File: src/led_panel_pkg.sv
`default_nettype none

package led_panel_pkg;

    // panel geometry, one half is 32 rows of 64 columns
    localparam int COL_BITS  = 6;
    localparam int ADDR_BITS = 5;
    localparam int COL_COUNT = 64;
    localparam int ROW_COUNT = 32;
    localparam int PIX_COUNT = COL_COUNT * ROW_COUNT; // words per half

    localparam int SUBFRAME_BITS = 8;
    localparam int CHAN_BITS     = 8;

    // scan timing in clk cycles
    localparam int BEAT_PERIOD = 2;
    localparam int ROW_GAP     = 4;  // room for blank, latch and unblank
    localparam int ROW_CYCLES  = COL_COUNT * BEAT_PERIOD + ROW_GAP;
    localparam int PHASE_BITS  = $clog2(BEAT_PERIOD + ROW_GAP);

    typedef logic [COL_BITS-1:0]           col_t;
    typedef logic [ADDR_BITS-1:0]          row_addr_t;
    typedef logic [SUBFRAME_BITS-1:0]      subframe_t;
    typedef logic [CHAN_BITS-1:0]          chan_t;
    typedef logic [PHASE_BITS-1:0]         phase_t;
    typedef logic [ADDR_BITS+COL_BITS-1:0] pix_index_t; // {row address, column}

    typedef struct packed {
        logic [4:0] red;
        logic [5:0] green;
        logic [4:0] blue;
    } rgb565_t;

    typedef struct packed {
        rgb565_t upper; // rows 0 to 31
        rgb565_t lower; // rows 32 to 63
    } rgb565_pair_t;

    // one bit per colour as the panel takes it, red in bit 0
    typedef struct packed {
        logic blue;
        logic green;
        logic red;
    } rgb3_t;

    typedef struct packed {
        rgb3_t upper;
        rgb3_t lower;
    } rgb3_pair_t;

endpackage

`default_nettype wire

File: src/pixel_if.sv
`timescale 1ns/100ps
`default_nettype none

// one column beat between pipeline stages
// valid is a single-cycle strobe, no back-pressure
interface pixel_if #(
    parameter type payload_t = logic  // position-only beats keep the default
);
    logic                       valid;
    led_panel_pkg::col_t        col;
    led_panel_pkg::row_addr_t   addr;
    led_panel_pkg::subframe_t   subframe;
    payload_t                   payload;

    modport src (
        output valid, col, addr, subframe, payload
    );

    modport dst (
        input valid, col, addr, subframe, payload
    );

endinterface

`default_nettype wire

File: src/scan_counter.sv
`timescale 1ns/100ps
`default_nettype none

module scan_counter (
    input  logic clk,
    input  logic pll_locked,
    pixel_if.src beat
);

    led_panel_pkg::phase_t phase;    // cycles left until next beat
    logic                  last_col;
    logic                  last_addr;

    // the beat fields are the scan position itself
    assign last_col  = (beat.col == led_panel_pkg::col_t'(led_panel_pkg::COL_COUNT - 1));
    assign last_addr = (beat.addr == led_panel_pkg::row_addr_t'(led_panel_pkg::ROW_COUNT - 1));

    assign beat.payload = '0;  // nothing but position here

    always_ff @(posedge clk or negedge pll_locked) begin
        if (!pll_locked) begin
            beat.valid    <= 1'b0;
            beat.col      <= '0;
            beat.addr     <= '0;
            beat.subframe <= '0;
            phase         <= led_panel_pkg::phase_t'(1);  // first beat one cycle later
        end else begin
            beat.valid <= (phase == '0);

            if (phase == '0) begin
                // row end gets the extra gap for the driver's latch sequence
                if (last_col) begin
                    phase <= led_panel_pkg::phase_t'(led_panel_pkg::BEAT_PERIOD - 1
                                                     + led_panel_pkg::ROW_GAP);
                end else begin
                    phase <= led_panel_pkg::phase_t'(led_panel_pkg::BEAT_PERIOD - 1);
                end
            end else begin
                phase <= phase - 1'b1;
            end

            // step the position once its beat has gone out
            if (beat.valid) begin
                beat.col <= beat.col + 1'b1;  // wraps at 64
                if (last_col) begin
                    beat.addr <= beat.addr + 1'b1;
                    if (last_addr) begin
                        beat.subframe <= beat.subframe + 1'b1;  // wraps at 256
                    end
                end
            end
        end
    end

endmodule

`default_nettype wire

File: src/flat_wrapper.sv
// flat-port wrapper written by rule: the top's interface ports become plain ports
module scan_counter_flat 
  (clk, pll_locked, beat_valid, beat_col, beat_addr, beat_subframe, beat_payload);
  pixel_if beat_i ();
  input  logic clk;
  input  logic pll_locked;
  output wire logic [$bits(beat_i.valid)-1:0] beat_valid;
  output wire logic [$bits(beat_i.col)-1:0] beat_col;
  output wire logic [$bits(beat_i.addr)-1:0] beat_addr;
  output wire logic [$bits(beat_i.subframe)-1:0] beat_subframe;
  output wire logic [$bits(beat_i.payload)-1:0] beat_payload;
  assign beat_valid = beat_i.valid;
  assign beat_col = beat_i.col;
  assign beat_addr = beat_i.addr;
  assign beat_subframe = beat_i.subframe;
  assign beat_payload = beat_i.payload;
  scan_counter u_core (.clk(clk), .pll_locked(pll_locked), .beat(beat_i));
endmodule
File: config.mk
export PLATFORM = sky130hd
export DESIGN_NAME = scan_counter_flat
export DESIGN_NICKNAME = d
export VERILOG_FILES = /design/src/led_panel_pkg.sv /design/src/pixel_if.sv /design/src/scan_counter.sv /design/src/flat_wrapper.sv
export SDC_FILE = /design/constraint.sdc
export NUM_CORES = 1
export LEC_CHECK = 0
export ABC_AREA = 1
export BUFFER_PORTS_ARGS = -buffer_cell sky130_fd_sc_hd__buf_2
export CORE_MARGIN = 5
export CORE_UTILIZATION = 45
export CTS_CLUSTER_DIAMETER = 200
export DETAILED_ROUTE_END_ITERATION = 16
export PLACE_DENSITY = 0.67
export SLEW_MARGIN = 20
export SYNTH_ARGS = -nofsm -noshare
export SYNTH_HDL_FRONTEND = slang
export SYNTH_SLANG_ARGS = --single-unit
File: constraint.sdc
create_clock -name clk -period 1.6 [get_ports clk]
set_input_delay 0 -clock clk [delete_from_list [all_inputs] [get_ports clk]]
set_output_delay 0 -clock clk [all_outputs]
set_load 0.02 [all_outputs]
==> out/qor.csv, run 1 <==
metric,value,unit
TritonCTS clock tree,built,
DRC violations left,0,
count of inserted antenna diode cells,0,
Critical R2R Launch,u_core.beat.addr[0],
Total Power,858,uW
worst rel slew slack,65.9,%
number of buffers created by CTS,3,
antenna-violating nets left,0,
number of max-slew violations in the final report,0,
total clock sinks,23,
P_leak,0.000745,uW
via count,889,
HPWL reported at the end of detailed placement,1580,um
multiplexer share of the synthesized area,0,%
unrepaired setup endpoints after global routing,false,
combinational family with the most area after synthesis,simple AND/OR/NAND/NOR gates,
Routed wire per std cell,11.3,um
number of optimization iterations in the first detailed-route pass,4,
nature of the critical path startpoint,flip-flop,
Worst Setup SP,u_core.beat.addr[0],
routed wire length,2120,um
portion of the clock cycle consumed by the worst path in the final layout,87.4,%
summed negative setup slack over all endpoints,0,ns
total congestion overflow after global routing,0,
die outline area,3700,um2
clock slew at the register clock pins of the worst setup and hold paths,0.12,ns
required time of the critical path,1.80,ns
minimum period implied by the final worst setup slack,1.40,ns
total global-route track usage,12.4,%
maximum number of pins on one net before global-route repair,24,
Routability Congestion,0.722,
final hold vios,0,
Post-CTS Setup Bufs,0,
final net count,166,
flop and latch count out of synthesis,23,
number of standard-cell rows in the floorplan,18,
CORE AREA,2480,um2
Max VDD drop,0.413,mV
status,completed,
Area growth syn-to-layout,15.0,%
yosys warns,0,
number of cells upsized or downsized after cts,0,
# setup viols final,0,
share of cells above drive strength 1,21.5,%
master cell of the clock root buffer,clkbuf_4,
worst hold slack across all endpoints,0.177,ns
unique cell type count in the Yosys netlist,22,
Post-Route Skew,0.00813,ns
start-to-end type of the worst setup path,flip-flop to flip-flop,
simple-gate area share of the yosys netlist,30.5,%
number of violations of the max-capacitance limit,0,
drt first-iter violations,44,
clock insertion delay at the later pin of the skew report,0.31,ns
synthesized area per cell,8.74,um2
total power density per cell area,642,nW/um2
Bufs on Longest Clock Path,2,
share of the synthesized netlist area taken by xor and xnor gates,6.03,%
initial antenna violation count,0,
effective utilization at floorplan,46.9,%
number of global-route vias before repair,812,
IO Pins,23,
CTS H-Tree Depth,1,
maximum fanout along the worst path,8,
gate count after technology mapping,133,
total of buffers placed on input and output ports,21,
slew of the pin with the lowest slew margin,0.512,ns
count of cells along the worst register-to-register path,8,
crit end category,flip-flop,
arrival time of the worst setup path,1.59,ns
Netlist Area Pre-Place,1160,um2
Synth Area in Adders,5.38,%
worst min-delay path category,input port to asynchronous set/reset pin,
maximum frequency from static timing analysis,715,MHz
via density per instance,4.73,
sequential area share after synthesis,49.6,%
Post-Synthesis Net Count,140,
Chip Height,60.8,um
first-pass GRT wire length,3420,um
compound-gate portion of the synthesized area,2.26,%
horizontal extent of the die,60.8,um
-- cell usage in the layout (no fill, tap or decap) --
| master | synthesis | routed |
|---|---|---|
| nor2_8 | 1 | 1 |
| clkbuf_1 | 0 | 1 |
| buf_4 | 1 | 1 |
| nand4_1 | 1 | 1 |
| nor2_4 | 2 | 2 |
| nand2_1 | 44 | 44 |
| dfrtp_1 | 22 | 22 |
| buf_2 | 1 | 21 |
| nor2_1 | 10 | 10 |
| o21ai_0 | 3 | 3 |
| nand3_2 | 2 | 2 |
| nor3_1 | 1 | 1 |
| xor2_1 | 5 | 5 |
| nand3_1 | 11 | 11 |
| o21ai_1 | 1 | 1 |
| dfstp_2 | 1 | 1 |
| clkbuf_4 | 0 | 3 |
| nand2_4 | 2 | 2 |
| inv_2 | 1 | 1 |
| inv_1 | 14 | 14 |
| xnor2_1 | 3 | 3 |
| ha_1 | 5 | 5 |
| conb_1 | 1 | 1 |
| o22ai_1 | 1 | 1 |
| dlygate4sd3_1 | 0 | 1 |
-- report_power, final --
group | switching [uW] | total (uW) | internal, uW
Combinational | 13.1 | 15.6 | 2.46
Clock | 164 | 261 | 97.2
Sequential | 0 | 581 | 581
-- final timing paths --
check / end / slack [ns]
max: u_core.beat.subframe[3] / 0.20
min: u_core.beat.col[0] / 0.18
max reg2reg: u_core.beat.subframe[3] / 0.20
min reg2reg: u_core.phase[0] / 0.47
max in group asynchronous: u_core.phase[0] / 1.06
min in group clk: u_core.phase[0] / 0.47
-- sequential cells by signal, indices dropped and copies added (netlist names) --
register	count
u_core.beat.subframe	8
u_core.beat.col	6
u_core.beat.addr	5
u_core.phase	3
u_core.beat.valid	1
-- layout make-up --
cell class / instances / area (um2)
clock buffers: 4 / 26.3
fillers: 243 / 1140
inverters: 15 / 56.3
multi-input cells: 93 / 517
flip-flops and latches: 23 / 577
well taps: 30 / 37.5
repair buffers: 23 / 123
-- through the flow --
stage                     util [%]  cell area [um2]  setup WS [ns]  instances
after CTS                     53.9             1340          0.176        188
after global placement        52.5             1300          0.264        183
after floorplan                  -             1160         0.0735        133
after global routing          53.9             1340         0.0344        188
after detailed placement      52.5             1300          0.194        183
final                         53.9             1340          0.202        188
-- timing repair --
action	in CTS	in global routing
hold buffers	1	0
setup endpoints to repair	0	0
endpoints found under the hold margin	23	0
-- cell families (layout without fill, tap and decap cells) --
| group | Yosys count | count (layout) |
|---|---|---|
| and+or+nand+nor | 74 | 74 |
| DFF | 23 | 23 |
| buffers and inverters | 17 | 42 |
| xor gates and xnor gates | 8 | 8 |
| adders and majority gates | 5 | 5 |
| AOI/OAI and AO/OA | 5 | 5 |
| other | 1 | 1 |
-- critical path, stage by stage (launching register included) --
cell and delay, ns:
dfrtp_1 0.44, ha_1 0.22, nand2_1 0.06, nor2_1 0.04, ha_1 0.18, inv_1 0.14, nor2_8 0.07, nand2_1 0.06
o21ai_0 0.08
-- routing by layer --
layer / track usage [%] / vias up / wire, um
met1: 15.6 / 404 / 1020
met4: 3.10 / 0 / 15
met3: 4.89 / 2 / 123
met2: 20.0 / 23 / 959
met5: 0 / - / 0
li1: - / 460 / -
-- cell usage after synthesis --
library cell   n  share of area [%]
conb_1         1               0.32
nor2_4         2                1.9
nand4_1        1               0.54
nand3_2        2                1.7
ha_1           5                5.4
nand2_1       44                 14
dfstp_2        1                2.3
xnor2_1        3                2.3
dfrtp_1       22                 47
nor2_8         1                1.7
buf_4          1               0.65
buf_2          1               0.43
inv_2          1               0.32
inv_1         14                4.5
nor2_1        10                3.2
o21ai_0        3                1.3
nand2_4        2                1.9
nand3_1       11                4.7
nor3_1         1               0.43
o22ai_1        1               0.54
xor2_1         5                3.8
o21ai_1        1               0.43
No activity file was read; power rests on OpenSTA's default activity.
==> run 2, diff against run 1 <==
Settings changed: CORE_MARGIN 5 to unset.
==> out/qor.csv, run 2 (synthesis gave the netlist of run 1 again) <==
metric,value,unit,change
number of flip-flops in the largest register,8,,unchanged
die outline area,2790,um2,-25%
count of cells along the worst register-to-register path,7,,-1
# setup viols final,0,,unchanged
drt first-iter violations,12,,-73%
CTS H-Tree Depth,1,,unchanged
arrival time of the worst setup path,1.63,ns,+0.04 ns
via density per instance,4.71,,-0.45%
number of cells upsized or downsized after cts,0,,unchanged
number of optimization iterations in the first detailed-route pass,4,,unchanged
Total Power,856,uW,-0.23%
total power density per cell area,640,nW/um2,-0.23%
Bufs on Longest Clock Path,2,,unchanged
sequential cell area,577,um2,unchanged
final hold vios,0,,unchanged
routed wire length,2050,um,-3.1%
summed negative setup slack over all endpoints,0,ns,unchanged
required time of the critical path,1.82,ns,+0.02 ns
number of buffers created by CTS,3,,unchanged
via count,885,,-0.45%
total congestion overflow after global routing,0,,unchanged
count of inserted antenna diode cells,0,,unchanged
crit end category,flip-flop,,
effective utilization at floorplan,47.3,%,+0.43 points
CP Cell Sequence,ha_1 > nand2_1 > nor2_1 > ha_1 > buf_4 > nand2_4 > xor2_1,,
CORE AREA,2450,um2,-0.91%
final net count,166,,unchanged
Chip Height,52.8,um,-13%
number of violations of the max-capacitance limit,0,,unchanged
Final Worst Setup Slack,0.191,ns,-0.0109 ns
slew of the pin with the lowest slew margin,0.502,ns,-0.0104 ns
cell occurring most often along the worst timing path,ha_1,,
total global-route track usage,17.3,%,+4.9 points
number of max-slew violations in the final report,0,,unchanged
Slowest Stage Delay on Critical Path,0.44,ns,about the same
HPWL reported at the end of detailed placement,1520,um,-3.6%
total clock sinks,23,,unchanged
total of buffers placed on input and output ports,21,,unchanged
largest registers in the final layout,"u_core.beat.subframe x8, u_core.beat.col x6, u_core.beat.addr x5",,
"commonest cells after routing, fill and taps aside","nand2_1, dfrtp_1, buf_2",,
Filler Cells Inserted,237,,-2.5%
register-to-register setup slack,0.19,ns,about the same
status,completed,,
Routed wire per std cell,10.9,um,-3.1%
start-to-end type of the worst setup path,flip-flop to flip-flop,,
worst min-delay path category,input port to asynchronous set/reset pin,,
portion of the clock cycle consumed by the worst path in the final layout,88.0,%,+0.68 points
DRC violations left,0,,unchanged
IO Pins,23,,unchanged
TritonCTS clock tree,built,,
clock insertion delay at the later pin of the skew report,0.30,ns,about the same
clock slew at the register clock pins of the worst setup and hold paths,0.12,ns,about the same
Area growth syn-to-layout,15.0,%,unchanged
master cell of the clock root buffer,clkbuf_4,,
number of global-route vias before repair,801,,-1.4%
nature of the critical path startpoint,flip-flop,,
"slowest stage cell, crit path",dfrtp_1,,
register bank with the most flops,u_core.beat.subframe,,
maximum number of pins on one net before global-route repair,24,,unchanged
P_leak,0.000745,uW,unchanged
horizontal extent of the die,52.8,um,-13%
maximum frequency from static timing analysis,710,MHz,-0.77%
"commonest non-fill, non-tap cell in the layout",nand2_1,,
critical register-to-register path endpoint,u_core.beat.subframe[0],,
Critical R2R Launch,u_core.beat.addr[0],,
worst rel slew slack,66.6,%,+0.70 points
maximum fanout along the worst path,5,,-3
Post-Route Skew,0.00982,ns,+0.00169 ns
number of standard-cell rows in the floorplan,18,,unchanged
Top delay family on crit path,flip-flops,,
footprint of the multi-input gates,517,um2,unchanged
unrepaired setup endpoints after global routing,false,,
share of cells above drive strength 1,21.5,%,unchanged
first-pass GRT wire length,3470,um,+1.6%
Buffers & Inverters on Critical Path,1,,unchanged
initial antenna violation count,0,,unchanged
Max VDD drop,0.445,mV,+7.8%
antenna-violating nets left,0,,unchanged
Post-Place Setup Slack,0.202,ns,+0.00795 ns
minimum period implied by the final worst setup slack,1.41,ns,+0.0109 ns
Routability Congestion,0.778,,+7.8%
Worst Setup SP,u_core.beat.addr[0],,
## run 2: through the flow
step / util [%] / std cells / instance area (um2) / hold WS, ns
2_1_floorplan: - / 133 / 1160 / -0.296
3_3_place_gp: 53.0 / 183 / 1300 / 0.00230
3_5_place_dp: 53.0 / 183 / 1300 / 0.00289
4_1_cts: 54.4 / 188 / 1340 / 0.184
5_1_grt: 54.4 / 188 / 1340 / 0.232
6_report: 54.4 / 188 / 1340 / 0.181
## run 2: layout make-up
type,instances,share of cell area [%]
flip-flops and latches,23,43.2
multi-input cells,93,38.7
repair buffers,23,9.18
inverters,15,4.21
well taps,30,2.81
clock buffers,4,1.97
## run 2: how the worst max path moves through the flow
stage,endpoint,depth (start not counted)
after global placement,u_core.beat.subframe[0],7
final,u_core.beat.subframe[0],7
after CTS,u_core.beat.subframe[0],7
after floorplan,u_core.beat.subframe[3],7
after detailed placement,u_core.beat.subframe[0],7
after global routing,u_core.beat.addr[2],5
## run 2: per-layer routing
layer	vias to the layer above	global-route usage [%]	part of all wire, %
met3	2	2.61	2.1
met2	8	28.1	48
met1	413	22.5	49
met5	-	0	0
li1	462	-	-
met4	0	7.89	0.93
## run 2: worst register-to-register path, delay by kind of cell (launching register included)
kind	cells	cell delay, ns
XOR/XNOR	1	0.16
adder cells (fa/ha/maj)	2	0.40
buffers and inverters	1	0.15
flip-flops	1	0.44
AND/OR/NAND/NOR	3	0.20
## run 2: repair_timing
| item | in CTS | in global routing |
|---|---|---|
| hold buffers | 1 | 0 |
| setup endpoints to repair | 0 | 0 |
| buffers inserted | 0 | 0 |
| hold endpoints to repair | 22 | 0 |
## run 2: power by group
part / internal (uW) / switching (uW) / total (uW)
sequential: 581 / 0 / 581
combinational: 2.46 / 12.9 / 15.3
clock: 97.0 / 162 / 259
==> run 3, diff against run 2 <==
Settings changed: GPL_ROUTABILITY_DRIVEN set to 0, PLACE_DENSITY 0.67 to 0.68.
==> out/qor.csv, run 3 (synthesis gave the netlist of run 1 again) <==
metric,value,unit,change
share of cells above drive strength 1,21.5,%,unchanged
via count,906,,+2.4%
antenna-violating nets left,0,,unchanged
summed negative setup slack over all endpoints,0,ns,unchanged
number of global-route vias before repair,780,,-2.6%
number of violations of the max-capacitance limit,0,,unchanged
Chip Height,52.8,um,unchanged
CTS H-Tree Depth,1,,unchanged
final hold vios,0,,unchanged
maximum fanout along the worst path,8,,+3
total clock sinks,23,,unchanged
total power density per cell area,647,nW/um2,+1.1%
crit end category,flip-flop,,
count of inserted antenna diode cells,0,,unchanged
worst rel slew slack,65.8,%,-0.74 points
largest registers in the final layout,"u_core.beat.subframe x8, u_core.beat.col x6, u_core.beat.addr x5",,
DRC violations left,0,,unchanged
register bank with the most flops,u_core.beat.subframe,,
"commonest cells after routing, fill and taps aside","nand2_1, dfrtp_1, buf_2",,
Area growth syn-to-layout,15.0,%,unchanged
number of standard-cell rows in the floorplan,18,,unchanged
# placed instances,183,,unchanged
number of optimization iterations in the first detailed-route pass,4,,unchanged
master cell of the clock root buffer,clkbuf_4,,
number of flip-flops in the largest register,8,,unchanged
routed wire length,2030,um,-1.1%
register-to-register setup slack,0.21,ns,+0.02 ns
total of buffers placed on input and output ports,21,,unchanged
IO Pins,23,,unchanged
Filler Cells Inserted,231,,-2.5%
total global-route track usage,17.3,%,-0.048 points
drt first-iter violations,12,,unchanged
number of cells upsized or downsized after cts,0,,unchanged
initial antenna violation count,0,,unchanged
# setup viols final,0,,unchanged
first-pass GRT wire length,3500,um,+0.81%
CORE AREA,2450,um2,unchanged
start-to-end type of the worst setup path,flip-flop to flip-flop,,
Post-Route Skew,0.00326,ns,-0.00656 ns
maximum frequency from static timing analysis,719,MHz,+1.2%
clock slew at the register clock pins of the worst setup and hold paths,0.13,ns,about the same
TritonCTS clock tree,built,,
worst min-delay path category,input port to asynchronous set/reset pin,,
minimum period implied by the final worst setup slack,1.39,ns,-0.0172 ns
Bufs on Longest Clock Path,2,,unchanged
final net count,166,,unchanged
Routed wire per std cell,10.8,um,-1.1%
count of non-filler cells in the finished layout,188,,unchanged
number of buffers created by CTS,3,,unchanged
status,completed,,
total congestion overflow after global routing,0,,unchanged
unrepaired setup endpoints after global routing,false,,
horizontal extent of the die,52.8,um,unchanged
"commonest non-fill, non-tap cell in the layout",nand2_1,,
effective utilization at floorplan,47.3,%,unchanged
die outline area,2790,um2,unchanged
arrival time of the worst setup path,1.62,ns,about the same
required time of the critical path,1.82,ns,about the same
P_leak,0.000745,uW,unchanged
clock insertion delay at the later pin of the skew report,0.30,ns,about the same
nature of the critical path startpoint,flip-flop,,
HPWL reported at the end of detailed placement,1510,um,-0.65%
portion of the clock cycle consumed by the worst path in the final layout,87.0,%,-1.1 points
maximum number of pins on one net before global-route repair,24,,unchanged
Max VDD drop,0.412,mV,-7.3%
slew of the pin with the lowest slew margin,0.513,ns,+0.0111 ns
via density per instance,4.82,,+2.4%
number of max-slew violations in the final report,0,,unchanged
==> run 3: cell counts in the layout (fill, tap and decap cells not counted) <==
No cell type changed its count.
==> run 3: critical path, stage by stage, from the launching register on <==
cell	delay, ns
dfrtp_1	0.43
ha_1	0.22
nand2_1	0.07
nor2_1	0.04
ha_1	0.18
inv_1	0.14
nor2_8	0.07
o21ai_0	0.16
==> run 3: power by group <==
part           total, uW  switching (uW)  internal (uW)
Combinational       15.6            13.1           2.46
Clock                268             171           97.0
Sequential           581               0            581
Total                865             184            681
==> run 3: stage by stage <==
| stage | hold slack, ns | utilization [%] | setup slack [ns] | total power [uW] | area [um2] |
|---|---|---|---|---|---|
| after floorplan | -0.296 | - | 0.0735 | 596 | 1160 |
| after global placement | 0.00248 | 53.0 | 0.262 | 607 | 1300 |
| after detailed placement | 0.00173 | 53.0 | 0.221 | 607 | 1300 |
| after CTS | 0.199 | 54.4 | 0.203 | 871 | 1340 |
| after global routing | 0.223 | 54.4 | 0.0760 | 904 | 1340 |
| final | 0.185 | 54.4 | 0.209 | 865 | 1340 |
==> run 3: cell type report <==
cell class | count | area (um2) | area share (%)
clock buffer | 4 | 26.3 | 1.97
timing repair buffer | 23 | 123 | 9.18
sequential | 23 | 577 | 43.2
inverter | 15 | 56.3 | 4.21
tap | 30 | 37.5 | 2.81
multi-input combinational | 93 | 517 | 38.7
==> run 3: what timing repair did <==
action,4_1_cts,5_1_grt
setup buffers,0,0
endpoints found under the hold margin,22,0
setup endpoints to repair,0,0
hold buffers,1,0
==> run 3: worst paths after layout <==
kind | start | endpoint | cells past startpoint
setup / recovery | u_core.beat.addr[0] | u_core.beat.subframe[3] | 7
hold / removal | pll_locked | u_core.phase[1] | 2
setup reg to reg | u_core.beat.addr[0] | u_core.beat.subframe[3] | 7
hold reg to reg | u_core.phase[0] | u_core.phase[0] | 1
max in group asynchronous | pll_locked | u_core.phase[0] | 2
min in group clk | u_core.phase[0] | u_core.phase[0] | 1
==> run 3: layer usage <==
metal  up-vias  track usage [%]  wire length [um]  part of all wire [%]
met2        13             27.2               945                    47
met4         0             4.82                15                  0.74
li1        463                -                 -                     -
met3         2             3.48                64                   3.2
met5         -                0                 0                     0
met1       428             23.9              1010                    50
